===== src/hdl/credit_fifo_pkg.sv =====
// Fixed 8-bit payload and 3-stage links; FIFO depth follows from the link latencies
`default_nettype none

package credit_fifo_pkg;

  localparam int DATA_WIDTH = 8;
  localparam int LINK_DELAY = 3;

  // Push handshake to pop_valid on an empty FIFO
  localparam int CUT_THROUGH_LATENCY = LINK_DELAY + 1;
  // Pop handshake to sender credit increment
  localparam int BACKPRESSURE_LATENCY = LINK_DELAY + 1;

  // Enough entries to cover the whole credit loop at full rate
  localparam int FIFO_DEPTH = CUT_THROUGH_LATENCY + BACKPRESSURE_LATENCY + 1;

  localparam int COUNT_WIDTH = $clog2(FIFO_DEPTH + 1);
  localparam int ADDR_WIDTH = $clog2(FIFO_DEPTH);

  typedef logic [DATA_WIDTH-1:0] data_t;
  typedef logic [COUNT_WIDTH-1:0] count_t;

  typedef struct packed {
    logic  valid;
    data_t data;
    logic  sender_in_reset;
  } fwd_link_t;

  typedef struct packed {
    logic credit;
    logic receiver_in_reset;
  } rev_link_t;

  // Link registers come out of reset idle, with the in-reset flags set
  localparam fwd_link_t FWD_LINK_RESET = '{valid: 1'b0, data: '0, sender_in_reset: 1'b1};
  localparam rev_link_t REV_LINK_RESET = '{credit: 1'b0, receiver_in_reset: 1'b1};

endpackage

`default_nettype wire


===== src/hdl/link_delay.sv =====
// Pure register pipeline; every stage loads ResetValue while rst_n is low
`default_nettype none

module link_delay #(
  parameter type payload_t = logic,
  parameter int NumStages = 1,
  parameter payload_t ResetValue = payload_t'(0)
) (
  input  wire      clk,
  input  wire      rst_n,
  input  payload_t in,
  output payload_t out
);

  if (NumStages < 1) begin : gen_bad_stages
    $error("link_delay needs at least one stage");
  end

  payload_t stages [NumStages];

  always_ff @(posedge clk or negedge rst_n) begin
    if (!rst_n) begin
      for (int i = 0; i < NumStages; i++) begin
        stages[i] <= ResetValue;
      end
    end else begin
      stages[0] <= in;
      for (int i = 1; i < NumStages; i++) begin
        stages[i] <= stages[i-1];
      end
    end
  end

  assign out = stages[NumStages-1];

endmodule

`default_nettype wire


===== src/hdl/credit_sender.sv =====
// Starts with zero credit; push_ready stays low until the receiver returns its credits
`default_nettype none

module credit_sender
  import credit_fifo_pkg::*;
(
  input  wire       clk,
  input  wire       rst_n,
  input  logic      push_valid,
  output logic      push_ready,
  input  data_t     push_data,
  output fwd_link_t fwd,
  input  rev_link_t rev,
  output count_t    credit_count
);

  localparam count_t MAX_CREDIT = count_t'(FIFO_DEPTH);

  logic   push_hs;
  logic   sender_in_reset;
  logic   receiver_in_reset;
  count_t credit_next;

  // High through reset, drops on the first edge after release
  always_ff @(posedge clk or negedge rst_n) begin
    if (!rst_n) begin
      sender_in_reset <= 1'b1;
    end else begin
      sender_in_reset <= 1'b0;
    end
  end

  always_ff @(posedge clk or negedge rst_n) begin
    if (!rst_n) begin
      receiver_in_reset <= 1'b1;
    end else begin
      receiver_in_reset <= rev.receiver_in_reset;
    end
  end

  assign push_ready = (credit_count != '0) && !receiver_in_reset;
  assign push_hs = push_valid && push_ready;

  // Returned credit and a spent credit in one cycle cancel out
  always_comb begin
    credit_next = credit_count;
    if (rev.credit && !push_hs) begin
      if (credit_count != MAX_CREDIT) begin
        credit_next = credit_count + 1'b1;
      end
    end else if (!rev.credit && push_hs) begin
      credit_next = credit_count - 1'b1;
    end
  end

  always_ff @(posedge clk or negedge rst_n) begin
    if (!rst_n) begin
      credit_count <= '0;
    end else begin
      credit_count <= credit_next;
    end
  end

  assign fwd = '{valid: push_hs, data: push_data, sender_in_reset: sender_in_reset};

endmodule

`default_nettype wire


===== src/hdl/fifo_flops_push_credit.sv =====
// No overflow check on push; the credit loop alone keeps writes within FIFO_DEPTH
`default_nettype none

module fifo_flops_push_credit
  import credit_fifo_pkg::*;
(
  input  wire       clk,
  input  wire       rst_n,
  input  fwd_link_t fwd,
  output rev_link_t rev,
  output logic      pop_valid,
  input  logic      pop_ready,
  output data_t     pop_data,
  output logic      full,
  output logic      empty,
  output count_t    items,
  output count_t    slots
);

  localparam count_t DEPTH_COUNT = count_t'(FIFO_DEPTH);
  localparam logic [ADDR_WIDTH-1:0] LAST_ADDR = ADDR_WIDTH'(FIFO_DEPTH - 1);

  data_t                 mem [FIFO_DEPTH];
  logic [ADDR_WIDTH-1:0] wr_ptr;
  logic [ADDR_WIDTH-1:0] rd_ptr;
  logic                  push;
  logic                  pop;
  logic                  receiver_in_reset;
  logic                  init_credit_done;
  logic                  credit_pulse;
  logic                  credit_issue;
  count_t                credit_pending;

  function automatic logic [ADDR_WIDTH-1:0] next_ptr(input logic [ADDR_WIDTH-1:0] ptr);
    return (ptr == LAST_ADDR) ? '0 : ptr + 1'b1;
  endfunction

  assign push = fwd.valid;
  assign pop = pop_valid && pop_ready;

  // Payload storage
  always_ff @(posedge clk) begin
    if (push) begin
      mem[wr_ptr] <= fwd.data;
    end
  end

  always_ff @(posedge clk or negedge rst_n) begin
    if (!rst_n) begin
      wr_ptr <= '0;
      rd_ptr <= '0;
      items  <= '0;
    end else begin
      if (push) begin
        wr_ptr <= next_ptr(wr_ptr);
      end
      if (pop) begin
        rd_ptr <= next_ptr(rd_ptr);
      end
      if (push && !pop) begin
        items <= items + 1'b1;
      end else if (!push && pop) begin
        items <= items - 1'b1;
      end
    end
  end

  assign pop_valid = (items != '0);
  assign pop_data = mem[rd_ptr];
  assign empty = (items == '0);
  assign full = (items == DEPTH_COUNT);
  assign slots = DEPTH_COUNT - items;

  always_ff @(posedge clk or negedge rst_n) begin
    if (!rst_n) begin
      receiver_in_reset <= 1'b1;
    end else begin
      receiver_in_reset <= 1'b0;
    end
  end

  // A pop can go straight out as a credit, so the pulse follows it by one cycle
  assign credit_issue = !fwd.sender_in_reset && (pop || credit_pending != '0);

  always_ff @(posedge clk or negedge rst_n) begin
    if (!rst_n) begin
      init_credit_done <= 1'b0;
      credit_pending   <= '0;
      credit_pulse     <= 1'b0;
    end else if (!init_credit_done) begin
      credit_pulse <= 1'b0;
      if (!fwd.sender_in_reset) begin
        // Whole depth goes back once the sender is up
        init_credit_done <= 1'b1;
        credit_pending   <= DEPTH_COUNT;
      end
    end else begin
      credit_pulse <= credit_issue;
      if (pop && !credit_issue) begin
        credit_pending <= credit_pending + 1'b1;
      end else if (!pop && credit_issue) begin
        credit_pending <= credit_pending - 1'b1;
      end
    end
  end

  assign rev = '{credit: credit_pulse, receiver_in_reset: receiver_in_reset};

endmodule

`default_nettype wire


===== src/hdl/credit_fifo_top.sv =====
// Single clock and reset; both link directions use the same LINK_DELAY depth
`default_nettype none

module credit_fifo_top
  import credit_fifo_pkg::*;
(
  input  wire    clk,
  input  wire    rst_n,
  input  logic   push_valid,
  output logic   push_ready,
  input  data_t  push_data,
  output logic   pop_valid,
  input  logic   pop_ready,
  output data_t  pop_data,
  output logic   full,
  output logic   empty,
  output count_t items,
  output count_t slots,
  output count_t sender_credit
);

  fwd_link_t fwd_near;
  fwd_link_t fwd_far;
  rev_link_t rev_near;
  rev_link_t rev_far;

  credit_sender credit_sender_inst (
    .clk          (clk),
    .rst_n        (rst_n),
    .push_valid   (push_valid),
    .push_ready   (push_ready),
    .push_data    (push_data),
    .fwd          (fwd_near),
    .rev          (rev_near),
    .credit_count (sender_credit)
  );

  // Sender to FIFO
  link_delay #(
    .payload_t  (fwd_link_t),
    .NumStages  (LINK_DELAY),
    .ResetValue (FWD_LINK_RESET)
  ) link_delay_fwd (
    .clk   (clk),
    .rst_n (rst_n),
    .in    (fwd_near),
    .out   (fwd_far)
  );

  // FIFO back to sender
  link_delay #(
    .payload_t  (rev_link_t),
    .NumStages  (LINK_DELAY),
    .ResetValue (REV_LINK_RESET)
  ) link_delay_rev (
    .clk   (clk),
    .rst_n (rst_n),
    .in    (rev_far),
    .out   (rev_near)
  );

  fifo_flops_push_credit fifo_flops_push_credit_inst (
    .clk       (clk),
    .rst_n     (rst_n),
    .fwd       (fwd_far),
    .rev       (rev_far),
    .pop_valid (pop_valid),
    .pop_ready (pop_ready),
    .pop_data  (pop_data),
    .full      (full),
    .empty     (empty),
    .items     (items),
    .slots     (slots)
  );

endmodule

`default_nettype wire


===== config.mk =====
export PLATFORM = sky130hd
export DESIGN_NAME = credit_fifo_top
export DESIGN_NICKNAME = d
export VERILOG_FILES = /design/src/hdl/credit_fifo_pkg.sv /design/src/hdl/link_delay.sv /design/src/hdl/credit_sender.sv /design/src/hdl/fifo_flops_push_credit.sv /design/src/hdl/credit_fifo_top.sv
export SDC_FILE = /design/constraint.sdc
export NUM_CORES = 1
export LEC_CHECK = 0
export ABC_AREA = 1
export BUFFER_PORTS_ARGS = -buffer_cell sky130_fd_sc_hd__buf_2
export CAP_MARGIN = 20
export CORE_MARGIN = 2
export CORE_UTILIZATION = 35
export DETAILED_ROUTE_END_ITERATION = 16
export GPL_ROUTABILITY_DRIVEN = 1
export MAX_ROUTING_LAYER = met4
export PLACE_DENSITY = 0.63
export SLEW_MARGIN = 20
export SYNTH_ARGS = -nofsm -noshare
export SYNTH_HDL_FRONTEND = slang
export SYNTH_HIERARCHICAL = 1
export SYNTH_SLANG_ARGS = --single-unit

===== constraint.sdc =====
create_clock -name clk -period 4.64 [get_ports clk]
set_clock_uncertainty 0.05 [all_clocks]
set_input_delay 0.928 -clock clk [delete_from_list [all_inputs] [get_ports clk]]
set_output_delay 0.928 -clock clk [all_outputs]
set_load 0.005 [all_outputs]

After elaboration in Yosys (flattened, before gate mapping)
Memory sizes are Yosys's and may differ from the RTL's. Cells that the tools add are included.

Multiplexer cells: 16. Eq/ne operators: 7. Add/subtract/negate cells: 9. Reduce and logical (&&, ||, !) cells: 26.

Operators by type and width (number): $mux 4 (11); $add 4x1->4 const B (5); $eq 4x4->1 const B (3); $reduce_bool 4->1 (3); $sub 4x1->4 const B (3); $logic_and 1x1->1 (10); $logic_not 1->1 (7); $mux 1 (5); $logic_not 4->1 (1); $ne 4x4->1 const B (1); $reduce_and 2->1 (2); $reduce_bool 2->1 (2); $sub 4x4->4 const A (1); $ne 3x3->1 const B (1); $ne 2x1->1 const B (1); $ne 2x2->1 const B (1); $logic_or 1x1->1 (1).

Bits of input ports: 12. Bits in writable memories: 72. Logic and storage cells: 80. Memories: 1. Output and inout port bits: 24. Register bits: 57.

Memory list: fifo_flops_push_credit_inst.mem (depth 9, width 8, rd ports 1, clocked after memory_dff 0, wr ports 1, line fifo_flops_push_credit.sv:23) `data_t mem [FIFO_DEPTH];`.

Longest topological paths before layout
Gate-level depths: netlist (run 1).

Word-level depth: 8. Mapped depth: 13.

By module
Netlist (run 1), hierarchy kept.

Modules (own cells, without submodules): fifo_flops_push_credit (cells an instance 366, times used 1, area each 4028.9 µm²); link_delay at link_delay_fwd (cells an instance 40, times used 1, area each 829.5 µm²); credit_sender (cells an instance 54, times used 1, area each 442.9 µm²); link_delay at link_delay_rev (cells an instance 8, times used 1, area each 168.9 µm²).

Worst setup path after synthesis (run 1)
No wires, ideal clock.

Path type: in2reg. Start: input port pop_ready. End: register fifo_flops_push_credit_inst.items[3]. Setup slack: 2479 ps. Arrival: 1995 ps. Stages: 9. Buffers on the path: 0. Data required time: 4474 ps. Cell sequence: nand2_2 -> ha_1 -> inv_1 -> ha_1 -> a21oi_1 -> nand2_1 -> xor2_1 -> nand2_1 -> nand2_1.

Cells in the longest elaborated chain, start to end: 4. Elaborated cells on any way between the ends: 6. Those cells by class: 1 x mux; 5 x reduce/logical.

Ends and longest elaborated chain: start, declared (line credit_fifo_top.sv:13) `input logic pop_ready,`; $logic_and 1x1->1 * (line fifo_flops_push_credit.sv:39) `assign pop = pop_valid && pop_ready;`; $logic_not 1->1 (line fifo_flops_push_credit.sv:60) `if (push && !pop) begin`; $logic_and 1x1->1 (line fifo_flops_push_credit.sv:60); $mux 4 or $reduce_bool 2->1 (tied branches); end signal, assigned (line fifo_flops_push_credit.sv:61) `items <= items + 1'b1;`; end signal, assigned (line fifo_flops_push_credit.sv:63) `items <= items - 1'b1;`; end, declared (line fifo_flops_push_credit.sv:16) `output count_t items,`.

Every way passes the cells marked *; elsewhere a longest branch is shown, timed or not. A chain may end at the register's enable or synchronous reset.

Final worst setup path (run 1)
Start: register fifo_flops_push_credit_inst.rd_ptr[1]. End: output port pop_data[5].

Cells in the longest elaborated chain, start to end: 1.

Ends and longest elaborated chain: start, declared (line fifo_flops_push_credit.sv:25) `logic [ADDR_WIDTH-1:0] rd_ptr;`; start signal, assigned (line fifo_flops_push_credit.sv:58) `rd_ptr <= next_ptr(rd_ptr);`; $mem_v2 9x8; end, declared (line credit_fifo_top.sv:14) `output data_t pop_data,`.

No other way between the ends.

==> summary.md, run 1 <==
| Metric | Value |
|---|---|
| Area used by multi-input combinational logic | `1410 sq um` |
| Number of different library cells in the post-synthesis netlist | `31` |
| Routability cong. | `0.833` |
| Horizontal extent of the die | `129 microns` |
| Setup repair after global routing missed its margin | `false` |
| Global-route wire length before repair | `16300 microns` |
| Fin nets | `520` |
| Overall die height | `129 microns` |
| Clock sink count | `133` |
| Placement-stage worst setup slack | `2.09 ns` |
| Wire length on met2 | `4630 microns` |
| Count of flip-flops with a built-in enable after synthesis | `72` |
| Top FF cell, synth | `sky130_fd_sc_hd__edfxtp_1` |
| Total Routed Length | `9730 microns` |
| Combined global-route utilization of all metal layers | `13.3%` |
| Chain of cells forming the critical path | `inv_1, nand2_1, inv_1, nand3_1, nand3_1, o21ai_1, buf_2` |
| Reg clk slew, reported paths | `0.06 ns` |
| Number of antenna violations at the first check in global routing | `0` |
| Highest routed metal layer | `met4` |
| Worst-case vdd ir drop | `0.268 mV` |
| Root cell of the clock tree | `sky130_fd_sc_hd__clkbuf_16` |
| Leading cell type in the layout, fill and taps excluded | `sky130_fd_sc_hd__nand2_1` |
| Worst path slowest cell | `sky130_fd_sc_hd__dfrtp_1` |
| Xor/xnor share of the synthesized area | `1.44%` |
| Routed length per placed instance | `13.6 microns` |
| WP data required | `3.66 ns` |
| Hpwl dp | `6560 microns` |
| Worst Setup End Kind | `primary output` |
| Site Rows | `45` |
| N_diodes | `0` |
| Number of cells traversed by the worst register-to-register path | `13` |
| Post-synthesis area per instance | `11.7 sq um` |
| Total nets after synthesis | `497` |
| Max-slew violation count | `0` |
| CP startpoint kind | `flop` |
| Setup slack after layout | `1.65 ns` |
| CTS Hold Bufs | `0` |
| Status | `finished, final reports clean` |
| Class of the tightest hold or removal check | `reg2reg` |
| Filler Cells Inserted | `1440` |
| Actual slew at the worst max-slew pin | `1.10 ns` |
| Fraction of registers with async set/reset | `45.9%` |
| CP Data Arrival Time | `2.01 ns` |
| Pin count of the biggest net entering global routing | `51` |
| Number of violations reported at the end of detailed-routing iteration 0 | `285` |
| Via total after detailed routing | `3289` |
| Ratio of cells with drive above 1 in the final layout | `19.4%` |
| Max cap viols | `0` |
| Worst hold margin | `0.295 ns` |
| Fin Setup TNS | `0 ns` |
| Buffers added on ports | `35` |
| Biggest fanout along the worst timing path | `18` |
| Adder-cell share of the synthesized area | `4.30%` |
| Post-CTS resize count | `0` |
| CTS tree | `yes` |
| Bufs on Longest Clock Path | `2` |
| Count of synthesis-stage warnings from yosys | `6` |
| Leak Pwr | `0.00263 uW` |
| Top-level I/O count | `36` |
| Yosys reg bits | `133` |
| Via count of the first global-routing pass | `3293` |
| Initial Utilization | `35.9%` |
| Largest stage delay, worst path | `0.68 ns` |
| Gate Count Post-Synth | `468` |
| Global-route congestion overflow total | `0` |
| Via/cell ratio | `4.60` |
| Sequential cell area fraction in the yosys report | `67.6%` |
| Max frequency | `334 MHz` |
| Hold-critical path depth | `0` |
| Synth Area in Simple Gates | `14.5%` |
| Total power of the final layout | `4060 uW` |
| Start-to-end type of the worst setup path | `reg2out` |
| Largest family of logic cells by synthesized area | `simple AND/OR/NAND/NOR gates` |
| Detailed-routing wirelength on met1 | `4510 microns` |
| Core Box Area | `15300 sq um` |
| TritonRoute pass-1 iters | `5` |
| Residual antenna-violating net count after detailed routing | `0` |
| Skew-Pair Late Insertion Delay | `0.41 ns` |
| Proportion of synthesized area in mux cells | `0%` |
| Worst max-slew margin expressed relative to the limit | `26.3%` |
| Minimum clock period | `2.99 ns` |
| Sum of met3 wire segment lengths after detailed routing | `395 microns` |
| Post-CTS setup-driven buffer insertion count | `0` |
| Power Density | `641 nW/um^2` |
| Period Utilization, post-route | `64.5%` |
| Post-route DRC | `0` |
| Number of clock buffers inserted by TritonCTS | `17` |
| Total area of sequential cells | `3700 sq um` |
| Most frequent cells in the layout | `sky130_fd_sc_hd__nand2_1, sky130_fd_sc_hd__edfxtp_1, sky130_fd_sc_hd__dfrtp_1` |
| Area grow syn2layout | `15.8%` |
| Final setup vio count | `0` |
| Synth Area in Compound Gates | `5.10%` |
| Number of levels in the clock H-tree | `4` |
| Total die area | `16600 sq um` |
| Mapped Area | `5470 sq um` |
| Final-report hold violation count | `0` |
stage by stage:
step,utilization [%],instances,area [sq um]
after floorplan,-,468,5470
after global placement,37.4,683,5710
after CTS,41.5,715,6320
final,41.5,715,6330
after global routing,41.5,715,6330
after detailed placement,37.4,683,5710
state kept, by name (all words and copies together) (netlist names):
name                                           flops
link_delay_rev/stages                              4
fifo_flops_push_credit_inst/rd_ptr                 4
fifo_flops_push_credit_inst/credit_pulse           1
fifo_flops_push_credit_inst/init_credit_done       1
fifo_flops_push_credit_inst/receiver_in_reset      1
credit_sender_inst/receiver_in_reset               1
link_delay_fwd/out                                10
fifo_flops_push_credit_inst/mem                   72
link_delay_rev/out                                 2
credit_sender_inst/credit_count                    4
fifo_flops_push_credit_inst/items                  4
credit_sender_inst/sender_in_reset                 1
fifo_flops_push_credit_inst/credit_pending         4
fifo_flops_push_credit_inst/wr_ptr                 4
link_delay_fwd/stages                             20
synthesized netlist by cell type, drive strengths merged (2+ instances only):
| master | instances | area share (%) |
|---|---|---|
| nand2 | 91 | 6.5 |
| edfxtp | 72 | 40 |
| dfrtp | 52 | 24 |
| nor2 | 45 | 3.2 |
| nand3 | 39 | 3.8 |
| o21ai | 39 | 3.8 |
| inv | 35 | 2.4 |
| buf | 34 | 4.3 |
| ha | 14 | 3.2 |
| dfstp | 9 | 4.3 |
| a21oi | 7 | 0.64 |
| nor3 | 6 | 0.55 |
| xor2 | 5 | 0.80 |
| xnor2 | 4 | 0.64 |
| fa | 3 | 1.1 |
| nand4 | 3 | 0.34 |
| a31oi | 2 | 0.23 |
| conb | 2 | 0.14 |
final timing paths:
path                                                        from                                  to  slack [ns]
setup / recovery           fifo_flops_push_credit_inst/rd_ptr[1]                         pop_data[5]        1.65
hold reg to reg                        link_delay_fwd/stages[11]               link_delay_fwd/out[1]        0.29
min in group asynchronous                                  rst_n           link_delay_fwd/stages[27]        0.35
setup reg to reg              credit_sender_inst/credit_count[1]  credit_sender_inst/credit_count[3]        2.54
hold / removal                         link_delay_fwd/stages[11]               link_delay_fwd/out[1]        0.29
max in group asynchronous                                  rst_n           link_delay_fwd/stages[21]        3.28
cell families (layout without fill, tap and decap cells):
logic type                 count (synthesis)  in the layout
adders and majority gates                 17             17
AOI/OAI and AO/OA                         51             51
other                                      2              2
DFF                                      133            133
buffers and inverters                     71            107
and+or+nand+nor                          185            185
xor gates and xnor gates                   9              9
critical path: cells and delay by family (launching register included):
family          cells  cell delay [ns]
compound gates      1             0.16
buf+inv             3             0.44
flops               1             0.68
simple gates        3             0.31
cell type report:
type	count	share of cell area, %
flip-flops and latches	133	58.4
clock inverters	14	3.00
multi-input cells	264	22.3
repair buffers	39	3.24
clock buffers	18	6.77
inverters	36	2.13
well taps	211	4.17
power by group:
part	internal [uW]	total (uW)	leakage (uW)	switching [uW]
clock	861	1380	0.000300	515
combinational	435	1100	0.000969	670
sequential	1400	1580	0.00136	177
total	2700	4060	0.00263	1360
per-layer routing:
layer	up-vias	track usage (%)
li1	1591	-
met1	1606	17.2
met2	76	19.5
met3	16	3.51
met4	0	6.39
met5	-	-
No activity file was read; power rests on OpenSTA's default activity.
==> run 2, diff against run 1 <==
- clock period: 4.64 -> 3.1 ns (I/O delays scaled with it)
==> run 2 against run 1 <==
Compared with the run above:
- flip-flop and latch count stayed put
- utilization down 0.16 points
- first-iteration DRC count fell by 20%
- clock-buffer cell count stayed put
- worst hold slack worse by 0.25 ns
- total power grew 46%
- final cell count rose by 0.56%
- combinational power rose by 49%
- critical path type unchanged
==> summary.md, run 2 (same netlist as run 1, synthesis figures left out) <==
| Metric | Value |
|---|---|
| Status | `finished, final reports clean` |
| Final setup vio count | `0` |
| Leading cell type in the layout, fill and taps excluded | `sky130_fd_sc_hd__nand2_1` |
| Startpoint of the most critical register-to-register path | `credit_sender_inst/credit_count[1]` |
| Combined global-route utilization of all metal layers | `13.3%` |
| Setup repair after global routing missed its margin | `false` |
| Class of the tightest hold or removal check | `in2async` |
| Cell family contributing the most delay on the critical path | `flip-flops` |
| Core Box Area | `15300 sq um` |
| Final standard cell area without fillers | `6310 sq um` |
| CP startpoint kind | `flop` |
| Number of violations reported at the end of detailed-routing iteration 0 | `227` |
| Number of flip-flops in the largest register | `72` |
| Placement-stage cell area | `5730 sq um` |
| Met1 Track Usage GR | `16.8%` |
| Total Routed Length | `9770 microns` |
| Ratio of cells with drive above 1 in the final layout | `19.5%` |
| CP Data Arrival Time | `1.99 ns` |
| Chain of cells forming the critical path | `nand2_1, inv_1, nand3_1, nand2_1, a31oi_1, nand2_1, nand2_1, buf_2` |
| Number of levels in the clock H-tree | `4` |
| Number of clock buffers inserted by TritonCTS | `17` |
| Power Density | `941 nW/um^2` |
| Site Rows | `45` |
| Most Crowded Layer GR | `met2` |
| Leak Pwr | `0.00262 uW` |
| N_diodes | `0` |
| Worst max-slew margin expressed relative to the limit | `32.5%` |
| Fin Setup TNS | `0 ns` |
| Largest stage delay, worst path | `0.65 ns` |
| CTS tree | `yes` |
| Max cap viols | `0` |
| Top-level I/O count | `36` |
| Most common cell type on the critical path | `sky130_fd_sc_hd__nand2_1` |
| Via/cell ratio | `4.51` |
| Post-CTS resize count | `0` |
| Met2 Usage GRT | `19.7%` |
| Routability cong. | `0.856` |
| Root cell of the clock tree | `sky130_fd_sc_hd__clkbuf_16` |
| Number of cells traversed by the worst register-to-register path | `13` |
| Skew-Pair Late Insertion Delay | `0.41 ns` |
| Total die area | `16600 sq um` |
| Biggest fanout along the worst timing path | `18` |
| Number of antenna violations at the first check in global routing | `0` |
| Period Utilization, post-route | `85.7%` |
| Worst Setup End Kind | `primary output` |
| Count of buffering cells on the critical path with inverters included | `2` |
| Clock sink count | `133` |
| CTS Hold Bufs | `0` |
| TritonRoute pass-1 iters | `4` |
| Initial Utilization | `35.9%` |
| Area grow syn2layout | `15.4%` |
| Via total after detailed routing | `3241` |
| Worst-case vdd ir drop | `0.432 mV` |
| Final-report hold violation count | `0` |
| Hpwl dp | `6500 microns` |
| Via count of the first global-routing pass | `3185` |
| Buffers added on ports | `35` |
| Post-CTS setup-driven buffer insertion count | `0` |
| Post-route DRC | `0` |
| Worst path slowest cell | `sky130_fd_sc_hd__dfrtp_1` |
| Reg clk slew, reported paths | `0.06 ns` |
| Max-slew violation count | `0` |
| Max frequency | `377 MHz` |
| Start-to-end type of the worst setup path | `reg2out` |
| Actual slew at the worst max-slew pin | `1.01 ns` |
| Global-route wire length before repair | `16100 microns` |
| WP data required | `2.43 ns` |
| Horizontal extent of the die | `129 microns` |
| Global-route congestion overflow total | `0` |
| Overall die height | `129 microns` |
| Bufs on Longest Clock Path | `2` |
| Met3 usage | `3.63%` |
| Pin count of the biggest net entering global routing | `37` |
| Most frequent cells in the layout | `sky130_fd_sc_hd__nand2_1, sky130_fd_sc_hd__edfxtp_1, sky130_fd_sc_hd__dfrtp_1` |
| Residual antenna-violating net count after detailed routing | `0` |
| Fin nets | `524` |
| Register ranked first by flip-flop count | `fifo_flops_push_credit_inst/mem` |
| Setup slack of the worst register-to-register path | `0.99 ns` |
| Routed length per placed instance | `13.6 microns` |
| Minimum clock period | `2.66 ns` |
| Critical R2R Capture | `credit_sender_inst/credit_count[3]` |
run 2: final cells by class:
class | count | area, sq um
fillers | 1413 | 8950
clock buffers | 18 | 429
flip-flops and latches | 133 | 3700
well taps | 211 | 264
repair buffers | 43 | 235
multi-input cells | 264 | 1400
inverters | 36 | 135
clock inverters | 14 | 151
run 2: how the worst max path moves through the flow:
stage / startpoint / cells past startpoint / slack, ns / end
after floorplan: fifo_flops_push_credit_inst/items[1] / 11 / 1.18 / fifo_flops_push_credit_inst/items[3]
after global placement: fifo_flops_push_credit_inst/rd_ptr[1] / 8 / 0.93 / pop_data[6]
after detailed placement: fifo_flops_push_credit_inst/rd_ptr[1] / 8 / 0.88 / pop_data[6]
after CTS: fifo_flops_push_credit_inst/rd_ptr[1] / 8 / 0.41 / pop_data[6]
after global routing: fifo_flops_push_credit_inst/rd_ptr[1] / 7 / 0.22 / pop_data[5]
final: fifo_flops_push_credit_inst/rd_ptr[1] / 8 / 0.44 / pop_data[6]
run 2: power breakdown:
group | total (uW) | switching [uW] | internal [uW]
sequential | 2360 | 261 | 2100
clock | 1940 | 748 | 1190
combinational | 1640 | 987 | 654
run 2: metrics by stage:
step           total power [uW]  std cells  utilization (%)  worst slack (ns)  hold WS, ns
6_report                   5940        719             41.4             0.444       0.0471
2_1_floorplan              3550        468                -              1.18        0.274
3_3_place_gp               3970        687             37.6             0.933        0.281
4_1_cts                    6010        719             41.4             0.407       0.0405
5_1_grt                    6360        719             41.4             0.217       0.0612
3_5_place_dp               4050        687             37.6             0.875        0.285
run 2: worst register-to-register path, cell delays in order, from the launching register on:
cell and delay [ns]:
sky130_fd_sc_hd__dfrtp_1 0.44, sky130_fd_sc_hd__nor2_1 0.20, sky130_fd_sc_hd__nand2_1 0.11, sky130_fd_sc_hd__nand3_2 0.11, sky130_fd_sc_hd__nand2_1 0.14, sky130_fd_sc_hd__ha_1 0.35
sky130_fd_sc_hd__nand2_1 0.07, sky130_fd_sc_hd__nand2_1 0.04, sky130_fd_sc_hd__a21oi_1 0.16, sky130_fd_sc_hd__inv_1 0.06, sky130_fd_sc_hd__nand2_1 0.08, sky130_fd_sc_hd__nand3_1 0.08
sky130_fd_sc_hd__nand2_1 0.06, sky130_fd_sc_hd__nand2_1 0.05
run 2: per-layer routing:
| layer | vias to the layer above | wire length, microns |
|---|---|---|
| met5 | - | 0 |
| li1 | 1596 | - |
| met2 | 90 | 4620 |
| met3 | 13 | 510 |
| met1 | 1542 | 4460 |
| met4 | 0 | 178 |
==> run 3, diff against run 2 <==
--- a/constraint.sdc
+++ b/constraint.sdc
@@ -4,2 +4,2 @@
 set_output_delay 0.62 -clock clk [all_outputs]
-set_load 0.005 [all_outputs]
+set_load 0.05 [all_outputs]
==> run 3 against run 2 <==
Compared with the run above:
- combinational power rose by 45%
- via count grew 1.8%
- worst hold slack improved by 0.21 ns
- critical path depth unchanged
- clock-buffer cell count did not move
- routed wire length rose by 2.9%
- final cell count decreased by 0.14%
- worst setup slack got worse by 0.19 ns
- die area unchanged
- largest cell class unchanged
- highest routed layer unchanged
==> summary.md, run 3 (same netlist as run 1, synthesis figures left out) <==
| Metric | Value |
|---|---|
| Post-CTS resize count | `0` |
| Worst-case vdd ir drop | `0.560 mV` |
| Number of violations reported at the end of detailed-routing iteration 0 | `376` |
| Worst Setup End Kind | `primary output` |
| Reg clk slew, reported paths | `0.06 ns` |
| Total area of sequential cells | `3700 sq um` |
| Number of flip-flops in the largest register | `72` |
| Pin count of the biggest net entering global routing | `62` |
| Start-to-end type of the worst setup path | `reg2out` |
| Leak Pwr | `0.00261 uW` |
| CP startpoint kind | `flop` |
| Horizontal extent of the die | `129 microns` |
| Max frequency | `352 MHz` |
| Buffers added on ports | `35` |
| Total power of the final layout | `6600 uW` |
| N_diodes | `0` |
| Period Utilization, post-route | `91.7%` |
| WP data required | `2.43 ns` |
| Final setup vio count | `0` |
| Site Rows | `45` |
| Class of the tightest hold or removal check | `in2reg` |
| Filler Cells Inserted | `1416` |
| TritonRoute pass-1 iters | `5` |
| Bufs on Longest Clock Path | `2` |
| Worst setup path end | `pop_data[4]` |
| Startpoint of the most critical register-to-register path | `credit_sender_inst/credit_count[1]` |
| Critical R2R Capture | `credit_sender_inst/credit_count[3]` |
| Via total after detailed routing | `3300` |
| Setup repair after global routing missed its margin | `false` |
| Status | `finished, final reports clean` |
| Combined global-route utilization of all metal layers | `13.5%` |
| Register ranked first by flip-flop count | `fifo_flops_push_credit_inst/mem` |
| Area grow syn2layout | `14.8%` |
| Residual antenna-violating net count after detailed routing | `0` |
| Hpwl dp | `6530 microns` |
| Total die area | `16600 sq um` |
| Core Box Area | `15300 sq um` |
| Global-route congestion overflow total | `0` |
| Post-route DRC | `0` |
| CP Data Arrival Time | `2.17 ns` |
| Power Density | `1050 nW/um^2` |
| Max cap viols | `0` |
| Part of the power in registers | `35.9%` |
| Post-CTS setup-driven buffer insertion count | `0` |
| Overall die height | `129 microns` |
| Worst max-slew margin expressed relative to the limit | `30.1%` |
| Root cell of the clock tree | `sky130_fd_sc_hd__clkbuf_16` |
| Via count of the first global-routing pass | `3291` |
| Number of clock buffers inserted by TritonCTS | `17` |
| Psw | `2730 uW` |
| Setup slack of the worst register-to-register path | `0.95 ns` |
| Top-level I/O count | `36` |
| Biggest fanout along the worst timing path | `36` |
| Ratio of cells with drive above 1 in the final layout | `19.1%` |
| Via/cell ratio | `4.60` |
| Actual slew at the worst max-slew pin | `1.04 ns` |
| CTS tree | `yes` |
| Number of cells traversed by the worst register-to-register path | `13` |
| Cell internal power dissipation | `3870 uW` |
| Fin Setup TNS | `0 ns` |
| Skew-Pair Late Insertion Delay | `0.42 ns` |
| Number of antenna violations at the first check in global routing | `0` |
| Initial Utilization | `35.9%` |
| Number of levels in the clock H-tree | `4` |
| CP Launch Point | `fifo_flops_push_credit_inst/rd_ptr[0]` |
| Area used by multi-input combinational logic | `1400 sq um` |
| CTS Hold Bufs | `0` |
| Routed length per placed instance | `14.0 microns` |
| Max-slew violation count | `0` |
| Global-route wire length before repair | `16500 microns` |
| Final-report hold violation count | `0` |
| Most frequent cells in the layout | `sky130_fd_sc_hd__nand2_1, sky130_fd_sc_hd__edfxtp_1, sky130_fd_sc_hd__dfrtp_1` |
| Minimum clock period | `2.84 ns` |
| Fin nets | `523` |
| Routability cong. | `0.839` |
| Total Routed Length | `10100 microns` |
| Leading cell type in the layout, fill and taps excluded | `sky130_fd_sc_hd__nand2_1` |
| Switching share of total power | `41.4%` |
| Clock network fraction of total power | `28.3%` |
| Clock sink count | `133` |
| Comb power frac | `35.9%` |
==> run 3: per-stage QoR <==
stage | cells | hold WS, ns | area (sq um) | setup WS (ns) | util, %
final | 718 | 0.254 | 6280 | 0.259 | 41.2
after floorplan | 468 | 0.274 | 5470 | 0.568 | -
after detailed placement | 686 | 0.285 | 5720 | 0.708 | 37.5
after global routing | 718 | 0.241 | 6280 | 0.0457 | 41.2
after CTS | 718 | 0.249 | 6280 | 0.242 | 41.2
after global placement | 686 | 0.283 | 5720 | 0.738 | 37.5
==> run 3: area by class of cell <==
class                   count  share of cell area (%)
clock buffers              18                    6.83
clock inverters            14                    2.05
inverters                  36                    2.15
multi-input cells         264                    22.2
flip-flops and latches    133                    58.9
well taps                 211                    4.20
repair buffers             42                    3.63
==> run 3: how the worst min path moves through the flow <==
stage	from	end	slack, ns	cells after the start
2_1_floorplan	rst_n	credit_sender_inst/credit_count[0]	0.27	0
5_1_grt	push_data[1]	link_delay_fwd/stages[22]	0.24	1
4_1_cts	push_data[2]	link_delay_fwd/stages[23]	0.25	1
6_report	push_data[2]	link_delay_fwd/stages[23]	0.25	1
3_3_place_gp	link_delay_fwd/stages[29]	link_delay_fwd/stages[19]	0.28	0
3_5_place_dp	link_delay_fwd/stages[19]	link_delay_fwd/out[9]	0.28	0
==> run 3: power by group through the flow <==
stage          clock [uW]  sequential (uW)  combinational, uW
6_report             1870             2370               2370
5_1_grt              1990             2400               2610
4_1_cts              1900             2370               2380
3_5_place_dp            0             2400               2370
3_3_place_gp            0             2380               2320
2_1_floorplan           0             2460               1810
==> run 3: critical path, stage by stage, from the launching register on <==
cell and delay, ns:
sky130_fd_sc_hd__dfrtp_1 0.39, sky130_fd_sc_hd__inv_2 0.46, sky130_fd_sc_hd__nor2_1 0.09, sky130_fd_sc_hd__nor2_1 0.12, sky130_fd_sc_hd__o21ai_0 0.12, sky130_fd_sc_hd__o21ai_1 0.13
sky130_fd_sc_hd__nor2_1 0.06, sky130_fd_sc_hd__o21ai_1 0.12, sky130_fd_sc_hd__buf_2 0.27
==> run 3: routing by layer <==
metal	vias up	GRT usage [%]	wire length, microns
met5	-	-	0
met4	0	5.88	125
met3	10	3.67	574
met2	96	20.8	4790
met1	1597	17.0	4570
li1	1597	-	-
